### config.mk
export PLATFORM = sky130hd
export DESIGN_NAME = soc_fpga_wrapper
export DESIGN_NICKNAME = d
export VERILOG_FILES = /design/src/hw/soc_pkg.sv /design/src/hw/mem_bus_if.sv /design/src/hw/reset_pulse_gen.sv /design/src/hw/uart_rx.sv /design/src/hw/uart_tx.sv /design/src/hw/cmd_ctrl.sv /design/src/hw/ext_mem.sv /design/src/hw/soc_fpga_wrapper.sv
export SDC_FILE = /design/constraint.sdc
export NUM_CORES = 2
export LEC_CHECK = 0
export BUFFER_PORTS_ARGS = -buffer_cell sky130_fd_sc_hd__buf_4
export CAP_MARGIN = 20
export CORE_ASPECT_RATIO = 1.5
export CORE_MARGIN = 2
export CORE_UTILIZATION = 45
export CTS_CLUSTER_SIZE = 30
export DETAILED_ROUTE_END_ITERATION = 8
export GPL_TIMING_DRIVEN = 0
export PLACE_DENSITY_LB_ADDON = 0.1
export SYNTH_ARGS = -nofsm -noshare
export SYNTH_HDL_FRONTEND = slang
export SYNTH_MEMORY_MAX_BITS = 65536
export SYNTH_SLANG_ARGS = --single-unit
### constraint.sdc
create_clock -name clk_i -period 1.7 [get_ports clk_i]
set_input_delay 0.255 -clock clk_i [delete_from_list [all_inputs] [get_ports clk_i]]
set_output_delay 0.255 -clock clk_i [all_outputs]
set_load 0.05 [all_outputs]
### src/hw/soc_pkg.sv
package soc_pkg;

   // uart bit period in clock cycles
   localparam int CLKS_PER_BIT = 8;

   // internal reset hold after the board pin is released
   localparam int RST_HOLD = 8;

   // external memory geometry and read latency
   localparam int ADDR_W  = 8;
   localparam int DATA_W  = 16;
   localparam int MEM_LAT = 4;

   // command opcodes and response codes
   localparam logic [7:0] OP_WRITE = 8'h57;
   localparam logic [7:0] OP_READ  = 8'h52;
   localparam logic [7:0] ACK_BYTE = 8'h4B;

   typedef logic [ADDR_W-1:0] addr_t;
   typedef logic [DATA_W-1:0] data_t;

   // one command frame, either as received bytes or as decoded fields
   // raw[0] is the first byte on the wire and lines up with the opcode
   typedef union packed {
      logic [0:3][7:0] raw;
      struct packed {
         logic [7:0] opcode;
         addr_t      addr;
         logic [7:0] data_hi;
         logic [7:0] data_lo;
      } fields;
   } cmd_frame_t;

endpackage

### src/hw/mem_bus_if.sv
`timescale 1ns/1ps

interface mem_bus_if (
   input logic clk_i
);
   import soc_pkg::*;

   logic  req;
   logic  we;
   addr_t addr;
   data_t wdata;
   data_t rdata;
   logic  rvalid;

   // command side issues single-cycle requests
   modport ctrl (
      output req,
      output we,
      output addr,
      output wdata,
      input  rdata,
      input  rvalid
   );

   // memory side returns read data after a fixed latency
   modport mem (
      input  clk_i,
      input  req,
      input  we,
      input  addr,
      input  wdata,
      output rdata,
      output rvalid
   );

endinterface

### src/hw/reset_pulse_gen.sv
`timescale 1ns/1ps

module reset_pulse_gen (
   input  logic clk_i,
   input  logic rst_n_i,
   output logic rst_o
);
   import soc_pkg::*;

   logic [$clog2(RST_HOLD)-1:0] hold_cnt;
   logic                        hold_done;

   assign hold_done = (hold_cnt == $bits(hold_cnt)'(RST_HOLD - 1));

   // assert at once from the pin, release only after the hold count
   always_ff @(posedge clk_i or negedge rst_n_i) begin
      if (!rst_n_i) begin
         hold_cnt <= '0;
         rst_o    <= 1'b1;
      end else if (rst_o) begin
         if (hold_done) begin
            rst_o <= 1'b0;
         end else begin
            hold_cnt <= hold_cnt + 1'b1;
         end
      end
   end

endmodule

### src/hw/uart_rx.sv
`timescale 1ns/1ps

module uart_rx (
   input  logic       clk_i,
   input  logic       rst_i,
   input  logic       rxd_i,
   output logic [7:0] data_o,
   output logic       valid_o
);
   import soc_pkg::*;

   enum logic [1:0] {RX_IDLE, RX_START, RX_DATA, RX_STOP} state_q;

   logic                            rxd_meta;
   logic                            rxd_sync;
   logic [$clog2(CLKS_PER_BIT)-1:0] clk_cnt;
   logic [2:0]                      bit_idx;
   logic [7:0]                      shift_q;
   logic                            half_bit;
   logic                            full_bit;

   assign half_bit = (clk_cnt == $bits(clk_cnt)'(CLKS_PER_BIT / 2 - 1));
   assign full_bit = (clk_cnt == $bits(clk_cnt)'(CLKS_PER_BIT - 1));
   assign data_o   = shift_q;

   // line idles high, so the synchronizer resets to one
   always_ff @(posedge clk_i or posedge rst_i) begin
      if (rst_i) begin
         rxd_meta <= 1'b1;
         rxd_sync <= 1'b1;
      end else begin
         rxd_meta <= rxd_i;
         rxd_sync <= rxd_meta;
      end
   end

   always_ff @(posedge clk_i or posedge rst_i) begin
      if (rst_i) begin
         state_q <= RX_IDLE;
         clk_cnt <= '0;
         bit_idx <= '0;
         shift_q <= '0;
         valid_o <= 1'b0;
      end else begin
         valid_o <= 1'b0;
         case (state_q)
            RX_IDLE: begin
               clk_cnt <= '0;
               if (!rxd_sync) begin
                  state_q <= RX_START;
               end
            end
            // recheck the start bit at its middle to reject glitches
            RX_START: begin
               if (half_bit) begin
                  clk_cnt <= '0;
                  bit_idx <= '0;
                  state_q <= rxd_sync ? RX_IDLE : RX_DATA;
               end else begin
                  clk_cnt <= clk_cnt + 1'b1;
               end
            end
            RX_DATA: begin
               if (full_bit) begin
                  clk_cnt <= '0;
                  shift_q <= {rxd_sync, shift_q[7:1]};
                  if (bit_idx == 3'd7) begin
                     state_q <= RX_STOP;
                  end else begin
                     bit_idx <= bit_idx + 1'b1;
                  end
               end else begin
                  clk_cnt <= clk_cnt + 1'b1;
               end
            end
            RX_STOP: begin
               if (full_bit) begin
                  clk_cnt <= '0;
                  // framing error drops the byte
                  valid_o <= rxd_sync;
                  state_q <= RX_IDLE;
               end else begin
                  clk_cnt <= clk_cnt + 1'b1;
               end
            end
            default: state_q <= RX_IDLE;
         endcase
      end
   end

endmodule

### src/hw/uart_tx.sv
`timescale 1ns/1ps

module uart_tx (
   input  logic       clk_i,
   input  logic       rst_i,
   input  logic       start_i,
   input  logic [7:0] data_i,
   output logic       txd_o,
   output logic       busy_o
);
   import soc_pkg::*;

   // stop, data and start bits, sent from bit 0 upward
   logic [9:0]                      shift_q;
   logic [3:0]                      bit_cnt;
   logic [$clog2(CLKS_PER_BIT)-1:0] clk_cnt;
   logic                            bit_end;

   assign bit_end = (clk_cnt == $bits(clk_cnt)'(CLKS_PER_BIT - 1));
   assign txd_o   = shift_q[0];

   always_ff @(posedge clk_i or posedge rst_i) begin
      if (rst_i) begin
         shift_q <= '1;
         bit_cnt <= '0;
         clk_cnt <= '0;
         busy_o  <= 1'b0;
      end else if (!busy_o) begin
         if (start_i) begin
            shift_q <= {1'b1, data_i, 1'b0};
            bit_cnt <= '0;
            clk_cnt <= '0;
            busy_o  <= 1'b1;
         end
      end else if (bit_end) begin
         clk_cnt <= '0;
         // ones shifted in keep the line high once the frame is out
         shift_q <= {1'b1, shift_q[9:1]};
         if (bit_cnt == 4'd9) begin
            busy_o <= 1'b0;
         end else begin
            bit_cnt <= bit_cnt + 1'b1;
         end
      end else begin
         clk_cnt <= clk_cnt + 1'b1;
      end
   end

endmodule

### src/hw/cmd_ctrl.sv
`timescale 1ns/1ps

module cmd_ctrl (
   input  logic       clk_i,
   input  logic       rst_i,
   input  logic [7:0] rx_data_i,
   input  logic       rx_valid_i,
   output logic [7:0] tx_data_o,
   output logic       tx_start_o,
   input  logic       tx_busy_i,
   mem_bus_if.ctrl    bus,
   output logic       trap_o
);
   import soc_pkg::*;

   enum logic [2:0] {ST_COLLECT, ST_DECODE, ST_WAIT, ST_SEND, ST_TRAP} state_q;

   cmd_frame_t frame_q;
   logic [1:0] byte_cnt;
   data_t      resp_q;
   logic [1:0] resp_cnt;
   logic       send_now;

   // tx_start_o guards the cycle before busy rises
   assign send_now = (state_q == ST_SEND) && (resp_cnt != 2'd0) &&
                     !tx_busy_i && !tx_start_o;

   assign bus.addr  = frame_q.fields.addr;
   assign bus.wdata = {frame_q.fields.data_hi, frame_q.fields.data_lo};
   assign trap_o    = (state_q == ST_TRAP);

   always_ff @(posedge clk_i or posedge rst_i) begin
      if (rst_i) begin
         state_q    <= ST_COLLECT;
         byte_cnt   <= '0;
         resp_cnt   <= '0;
         tx_start_o <= 1'b0;
         bus.req    <= 1'b0;
         bus.we     <= 1'b0;
      end else begin
         tx_start_o <= 1'b0;
         bus.req    <= 1'b0;
         case (state_q)
            ST_COLLECT: begin
               if (rx_valid_i) begin
                  byte_cnt <= byte_cnt + 1'b1;
                  if (byte_cnt == 2'd3) begin
                     state_q <= ST_DECODE;
                  end
               end
            end
            ST_DECODE: begin
               if (frame_q.fields.opcode == OP_WRITE) begin
                  bus.req  <= 1'b1;
                  bus.we   <= 1'b1;
                  resp_cnt <= 2'd1;
                  state_q  <= ST_SEND;
               end else if (frame_q.fields.opcode == OP_READ) begin
                  bus.req <= 1'b1;
                  bus.we  <= 1'b0;
                  state_q <= ST_WAIT;
               end else begin
                  state_q <= ST_TRAP;
               end
            end
            ST_WAIT: begin
               if (bus.rvalid) begin
                  resp_cnt <= 2'd2;
                  state_q  <= ST_SEND;
               end
            end
            ST_SEND: begin
               if (resp_cnt == 2'd0) begin
                  state_q <= ST_COLLECT;
               end else if (send_now) begin
                  tx_start_o <= 1'b1;
                  resp_cnt   <= resp_cnt - 1'b1;
               end
            end
            // only a reset leaves the trap
            ST_TRAP: state_q <= ST_TRAP;
            default: state_q <= ST_COLLECT;
         endcase
      end
   end

   // frame bytes and queued response, high byte goes out first
   always_ff @(posedge clk_i) begin
      if (state_q == ST_COLLECT && rx_valid_i) begin
         frame_q.raw[byte_cnt] <= rx_data_i;
      end
      if (state_q == ST_DECODE) begin
         resp_q <= {ACK_BYTE, 8'h00};
      end else if (state_q == ST_WAIT && bus.rvalid) begin
         resp_q <= bus.rdata;
      end else if (send_now) begin
         resp_q <= {resp_q[7:0], 8'h00};
      end
      if (send_now) begin
         tx_data_o <= resp_q[15:8];
      end
   end

endmodule

### src/hw/ext_mem.sv
`timescale 1ns/1ps

module ext_mem (
   mem_bus_if.mem bus,
   input logic    rst_i
);
   import soc_pkg::*;

   data_t              mem_q [2**ADDR_W];
   data_t              data_pipe [MEM_LAT];
   logic [MEM_LAT-1:0] vld_pipe;
   logic               rd_req;

   assign rd_req     = bus.req && !bus.we;
   assign bus.rvalid = vld_pipe[MEM_LAT-1];
   assign bus.rdata  = data_pipe[MEM_LAT-1];

   // write lands at the edge that samples req
   always_ff @(posedge bus.clk_i) begin
      if (bus.req && bus.we) begin
         mem_q[bus.addr] <= bus.wdata;
      end
   end

   // read data moves one stage per cycle so reads can overlap
   always_ff @(posedge bus.clk_i) begin
      if (rd_req) begin
         data_pipe[0] <= mem_q[bus.addr];
      end
      for (int i = 1; i < MEM_LAT; i++) begin
         data_pipe[i] <= data_pipe[i-1];
      end
   end

   always_ff @(posedge bus.clk_i or posedge rst_i) begin
      if (rst_i) begin
         vld_pipe <= '0;
      end else begin
         vld_pipe <= {vld_pipe[MEM_LAT-2:0], rd_req};
      end
   end

endmodule

### src/hw/soc_fpga_wrapper.sv
`timescale 1ns/1ps

module soc_fpga_wrapper (
   input  logic clk_i,
   input  logic rst_n_i,
   input  logic uart_rxd_i,
   output logic uart_txd_o,
   output logic trap_o
);

   logic       rst;
   logic [7:0] rx_data;
   logic       rx_valid;
   logic [7:0] tx_data;
   logic       tx_start;
   logic       tx_busy;

   mem_bus_if mem_bus (.clk_i(clk_i));

   // board reset pin is not trusted, stretch it
   reset_pulse_gen i_reset_gen (
      .clk_i   (clk_i),
      .rst_n_i (rst_n_i),
      .rst_o   (rst)
   );

   uart_rx i_uart_rx (
      .clk_i   (clk_i),
      .rst_i   (rst),
      .rxd_i   (uart_rxd_i),
      .data_o  (rx_data),
      .valid_o (rx_valid)
   );

   uart_tx i_uart_tx (
      .clk_i   (clk_i),
      .rst_i   (rst),
      .start_i (tx_start),
      .data_i  (tx_data),
      .txd_o   (uart_txd_o),
      .busy_o  (tx_busy)
   );

   // takes the place of the processor
   cmd_ctrl i_cmd_ctrl (
      .clk_i      (clk_i),
      .rst_i      (rst),
      .rx_data_i  (rx_data),
      .rx_valid_i (rx_valid),
      .tx_data_o  (tx_data),
      .tx_start_o (tx_start),
      .tx_busy_i  (tx_busy),
      .bus        (mem_bus.ctrl),
      .trap_o     (trap_o)
   );

   ext_mem i_ext_mem (
      .bus   (mem_bus.mem),
      .rst_i (rst)
   );

endmodule

======== Word-level counts from Yosys, hierarchy flattened ========
Memory sizes are Yosys's and may differ from the RTL's. A register that Yosys moved wholly into a read port is not among the register bits.
Index checks and enable logic that the tools add are counted.
storage, ports and cells
  register bits after elaboration ......... 111
  RAM bits ................................ 4160
  input port bits ......................... 3
  output and inout bits ................... 2
  word-level logic and storage cells ...... 160
  memories ................................ 2
memories
  memory               words  bits a word  rd ports  clocked after Yosys merged registers in  wr ports  RTL line       source
  i_ext_mem.mem_q      256    16           1         1                                        1         ext_mem.sv:9   data_t mem_q [2**ADDR_W];
  i_ext_mem.data_pipe  4      16           4         0                                        4         ext_mem.sv:10  data_t data_pipe [MEM_LAT];
operators by class
  $add $sub $neg .......................... 7
  $lt $le $gt $ge ......................... 2
  eq/ne operators ......................... 31
  mux-type cells .......................... 62
  bitwise logic cells ..................... 2
  reduce and logical (&&, ||, !) cells .... 31
operators by type and width
  cell                 count
  $mux 3               14
  $bwmux 32            1
  $mux 16              2
  $mux 10              3
  $mux 1               20
  $mux 2               10
  $demux 8 s2          1
  $eq 8x7->1 const B   2
  $mux 4               4
  $mux 8               2
  $ne 2x1->1 const B   8
  $eq 3x3->1 const B   5
  $pmux 3 s5           1
  $ne 2x2->1 const B   7
  $add 3x1->3 const B  4
  $reduce_and 2->1     5
  $reduce_and 5->1     2
  $reduce_bool 2->1    5
  $eq 3x2->1 const B   3
  $pmux 3 s3           1
  $logic_and 1x1->1    8
  $pmux 2 s4           1
  $reduce_and 4->1     2
  $eq 2x2->1 const B   3
  other kinds (18)     21

======== Logic depth before layout (Yosys ltp) ========
  word-level depth ........................ 7
  depth in mapped cells ................... 12
  gate-level depth less buffers ........... 9

======== Cells and area by module ========
A second synthesis with hierarchy kept.
unflattened totals
  cell total of the unflattened synthesis .. 7127
  area total of the unflattened synthesis .. 160868.0 µm²
by module, submodules not included
  module           instances  cells each  area each (µm²)  sequential area each (µm²)
  ext_mem          1          6758        156294.9         124539.4
  cmd_ctrl         1          212         2665.1           1771.7
  uart_tx          1          84          889.6            436.7
  uart_rx          1          63          839.6            478.0
  reset_pulse_gen  1          10          178.9            101.3

======== Worst setup path after synthesis ========
OpenSTA, ideal clock, no wires.
  path kind ............................... flip-flop to flip-flop
  start point ............................. reg i_cmd_ctrl.frame_q[0] (netlist name)
  end point ............................... mem i_ext_mem.mem_q[0][0] (netlist name) (data pin)
  setup time .............................. 0.817 ns
  data arrival time ....................... 3.228 ns
  required time ........................... 0.883 ns
  slack ................................... -2.346 ns
  stages on the path, launching flop included .. 1
  buffers on the path ..................... 0
  period minus slack after synthesis ...... 4.046 ns
  cells stage by stage .................... edfxtp_1
RTL lines
  element             RTL line        source
  start: declaration  cmd_ctrl.sv:18  cmd_frame_t frame_q;
  end: declaration    ext_mem.sv:9
Straight into the memory's write port.

==> impl_results.md <==
* Sink Count at 4278
* Final setup fails at 5819
* Critical path, cell by cell: inv_2, clkbuf_1, clkbuf_1, nor3_1, o21ai_2, nand4_1, nor4_4
* Reg clk slew, reported paths at 0.07 ns
* Max-cap violation count at 0
* Max H-tree Level at 5
* I/O pin count at 5
* CTS buffer count at 405
* Mapped Cells at 7781
* Commonest non-fill, non-tap cells in the layout: edfxtp_1 (4152), mux4_2 (805), mux2i_1 (542)
* CP Data Required Time at 2.38 ns
* Commonest non-fill, non-tap cell in the layout: edfxtp_1
* # rows at 272
* Placed cell area at 182400 um^2
* Post-synth ARST share at 1.262%
* Syn Area/Cell at 21.22 um^2
* Fin util at 55.71%
* Slew HR at 17.96%
* Logic gate share of total power at 2.2%
* Top delay family on crit path: buffers and inverters
* Worst Path Buf+Inv at 3
* Max-slew violations at 0
* Global placer's final weighted congestion at 1.076
* CP endpoint kind: flip-flop
* Register area share after synthesis at 77.22%
* Period utilization at 233.8%
* Residual DRC at 3
* DR vias at 89270
* Final ANT Viol Nets at 0
* Number of I/O port buffers at 4
* Leakage at 53.44 nW
* Slowest CP cell: nor4_4
* Max Clk Rate at 0.2516 GHz
* Mapped Nets at 7801
* Crit Path Class: flip-flop to flip-flop
* Internal at 166.7 mW
* Pre-CTS WS at -4.388 ns
* Worst min path class: input port to async pin
* Sw Ratio at 20.71%
* #FFs+latches synth at 4278
* Final Hold Viols at 0
* CTS tree: done
* Status: complete, but fails checks
* Total wire length at 611100 um
* Slew @ Worst Pin at 1.221 ns
* Post-synth EDFFs at 4152
* Cell with the most instances on the worst path: clkbuf_1
* Dpl hpwl at 443700 um
* Unique masters post-synth at 73
* Drt first pass iters at 9
* Core area at 365500 um^2
* RSZ-0062 raised after global routing: yes
* Sequential group share of total power at 54.2%
* Layout cells sized above 1 at 35.71%
* Nets at 8967
* Top fanout value on the critical path at 8
* Area Overhead vs Synth at 23.33%
* Fillers at 27510
* Power Density at 1033 nW/um^2
* CTS Root Cell: clkbuf_16
* Die H at 745.8 um
* Total die area at 371800 um^2
* Fin crit period at 3.974 ns
* Reg2Reg Depth at 7
* Maximum clock path buffer count at 4
* Vias per cell at 6.337
* YS warnings at 0
* Vias in the first global route at 89560
* Starting Density at 45.17%
* Mapped cell area at 165100 um^2
* Design area at 203600 um^2
* Final clock skew at 0.06292 ns
* Clk pwr share at 43.6%
* Die width at 498.5 um
* Violated checks: design-rule violations, negative setup slack
* Starting DRT DRC Count at 11230
* Type of origin of the critical path: flip-flop
* Prevailing post-synth register cell: edfxtp_1
* CP Depth at 7
* First-pass GRT wire length at 806700 um
* Pwr Total at 210.3 mW
* Crit path DAT at 4.65 ns
* Clk_lat worst skew at 1.01 ns
* Largest net degree at the start of global routing at 37
* Fin Setup TNS at -4757.94 ns
* Worst path max stage delay at 0.66 ns
* Avg WL per Cell at 43.38 um
* VDD IR max at 0.8969 mV
* Slack of the critical path at -2.274 ns
* Antenna violations before repair at 20
* Sw power at 43.55 mW
* All-Layer GR Usage at 32.57%
* Grt ovf at 0
==> layer usage <==
| metal | track usage [%] | vias up | share of wire, % | wire [um] |
|---|---|---|---|---|
| li1 | - | 35160 | - | - |
| met1 | 35.67 | 47740 | 32 | 197100 |
| met2 | 53.73 | 4814 | 49 | 299700 |
| met3 | 6.587 | 1551 | 7.6 | 46310 |
| met4 | 29.04 | 0 | 11 | 67990 |
| met5 | 0 | - | 0 | 0 |
==> kinds of logic (layout without fill, tap and decap cells) <==
kind of cell | after synthesis | in the layout | synth area share (%)
buf+inv | 491 | 1985 | 1.983
flops | 4278 | 4278 | 77.22
compound gates | 765 | 765 | 3.317
simple gates | 782 | 783 | 2.209
mux | 1443 | 1443 | 15.11
xor+xnor | 5 | 5 | 0.02653
other cells | 0 | 16 | 0
fa+ha+maj | 17 | 17 | 0.1288
==> sequential cells by signal, summed over array words and instances (netlist names), 2 cells and up, named ones only <==
name,cells
i_uart_rx.bit_idx,3
i_uart_tx.bit_cnt,4
i_cmd_ctrl.state_q,3
i_cmd_ctrl.resp_cnt,2
i_uart_rx.data_o,8
i_cmd_ctrl.frame_q,32
i_uart_tx.shift_q,9
i_uart_tx.clk_cnt,3
i_cmd_ctrl.resp_q,16
i_ext_mem.vld_pipe,4
i_reset_gen.hold_cnt,3
i_uart_rx.clk_cnt,3
i_cmd_ctrl.byte_cnt,2
i_ext_mem.mem_q,4096
i_ext_mem.data_pipe,64
i_cmd_ctrl.tx_data_o,8
==> final timing paths <==
check | from | end | slack [ns]
setup / recovery | flip-flop | i_ext_mem.data_pipe[0][14] | -2.27
hold / removal | rst_n_i | i_reset_gen.hold_cnt[1] | 0.21
setup reg to reg | flip-flop | i_ext_mem.data_pipe[0][14] | -2.27
hold reg to reg | i_reset_gen.rst_o | i_uart_tx.bit_cnt[3] | 0.28
max in group asynchronous | i_reset_gen.rst_o | i_uart_rx.rxd_sync | 0.85
min in group clk_i | i_ext_mem.data_pipe[1][15] | i_ext_mem.data_pipe[2][15] | 0.32
==> worst min-delay path, cell delays in order <==
cell and delay [ns]:
dlygate4sd3_1 0.53, buf_4 0.10, dlygate4sd3_1 0.64
==> synthesized netlist by cell type, drive strengths merged (5+ instances only) <==
cell type  instances  share of area [%]
inv               19              0.043
or3               17              0.064
nand2             93               0.21
o22ai            180               0.68
or2               37               0.14
a22o              31               0.16
a2111oi           16               0.10
mux2              43               0.29
mux2i            572                3.5
dfstp             12               0.19
o32ai             11              0.058
a21oi            118               0.36
a311oi             5              0.027
mux4             828                 11
o221ai           196                1.1
a221oi            34               0.18
dfxtp             72               0.87
o311ai            11              0.058
nand3             57               0.17
o22a               5              0.027
a211oi            22               0.10
nor4              38               0.14
or2b               8              0.038
edfxtp          4152                 76
nand2b            15              0.057
clkbuf           211               0.53
nor2             332               0.75
buf              255                1.4
ha                17               0.13
a31oi             11              0.042
dfrtp             42               0.64
nand4             27               0.10
nor2b             19              0.072
o21ai             76               0.23
and2               7              0.027
a22oi             32               0.15
nor3             120               0.36
==> per-stage QoR <==
step,hold slack [ns],std cells
after floorplan,-0.04059,7781
after global placement,0.05030,12580
after detailed placement,0.05333,13100
after CTS,0.1566,13970
after global routing,0.2221,14080
final,0.2130,14090
==> what timing repair did <==
action	CTS	global route
resized for setup	977	320
gates cloned	5	5
hold buffers	4	0
endpoints found under the hold margin	5	0
setup buffers	121	102
pin swaps	100	80
endpoints found under the setup margin	5635	6033
==> power by group through the flow <==
stage          clock network [mW]  registers, mW  logic (mW)
2_1_floorplan                   0            116        1.92
4_1_cts                      92.3            114        4.44
5_1_grt                      96.2            114        4.70
3_5_place_dp                    0            116        3.84
6_report                     91.6            114        4.70
3_3_place_gp                    0            116        3.68
==> layout make-up <==
cell class	count	area [um^2]	area share, %
clock inverters	246	2406	1.182
flip-flops and latches	4278	127500	62.62
diodes	16	40.04	0.01966
plain buffers	463	5319	2.612
inverters	21	78.83	0.03871
clock buffers	490	10650	5.233
repair buffers	765	12570	6.174
multi-input cells	3013	39040	19.17
well taps	4795	6000	2.947
(Power assumes the default switching activity.)
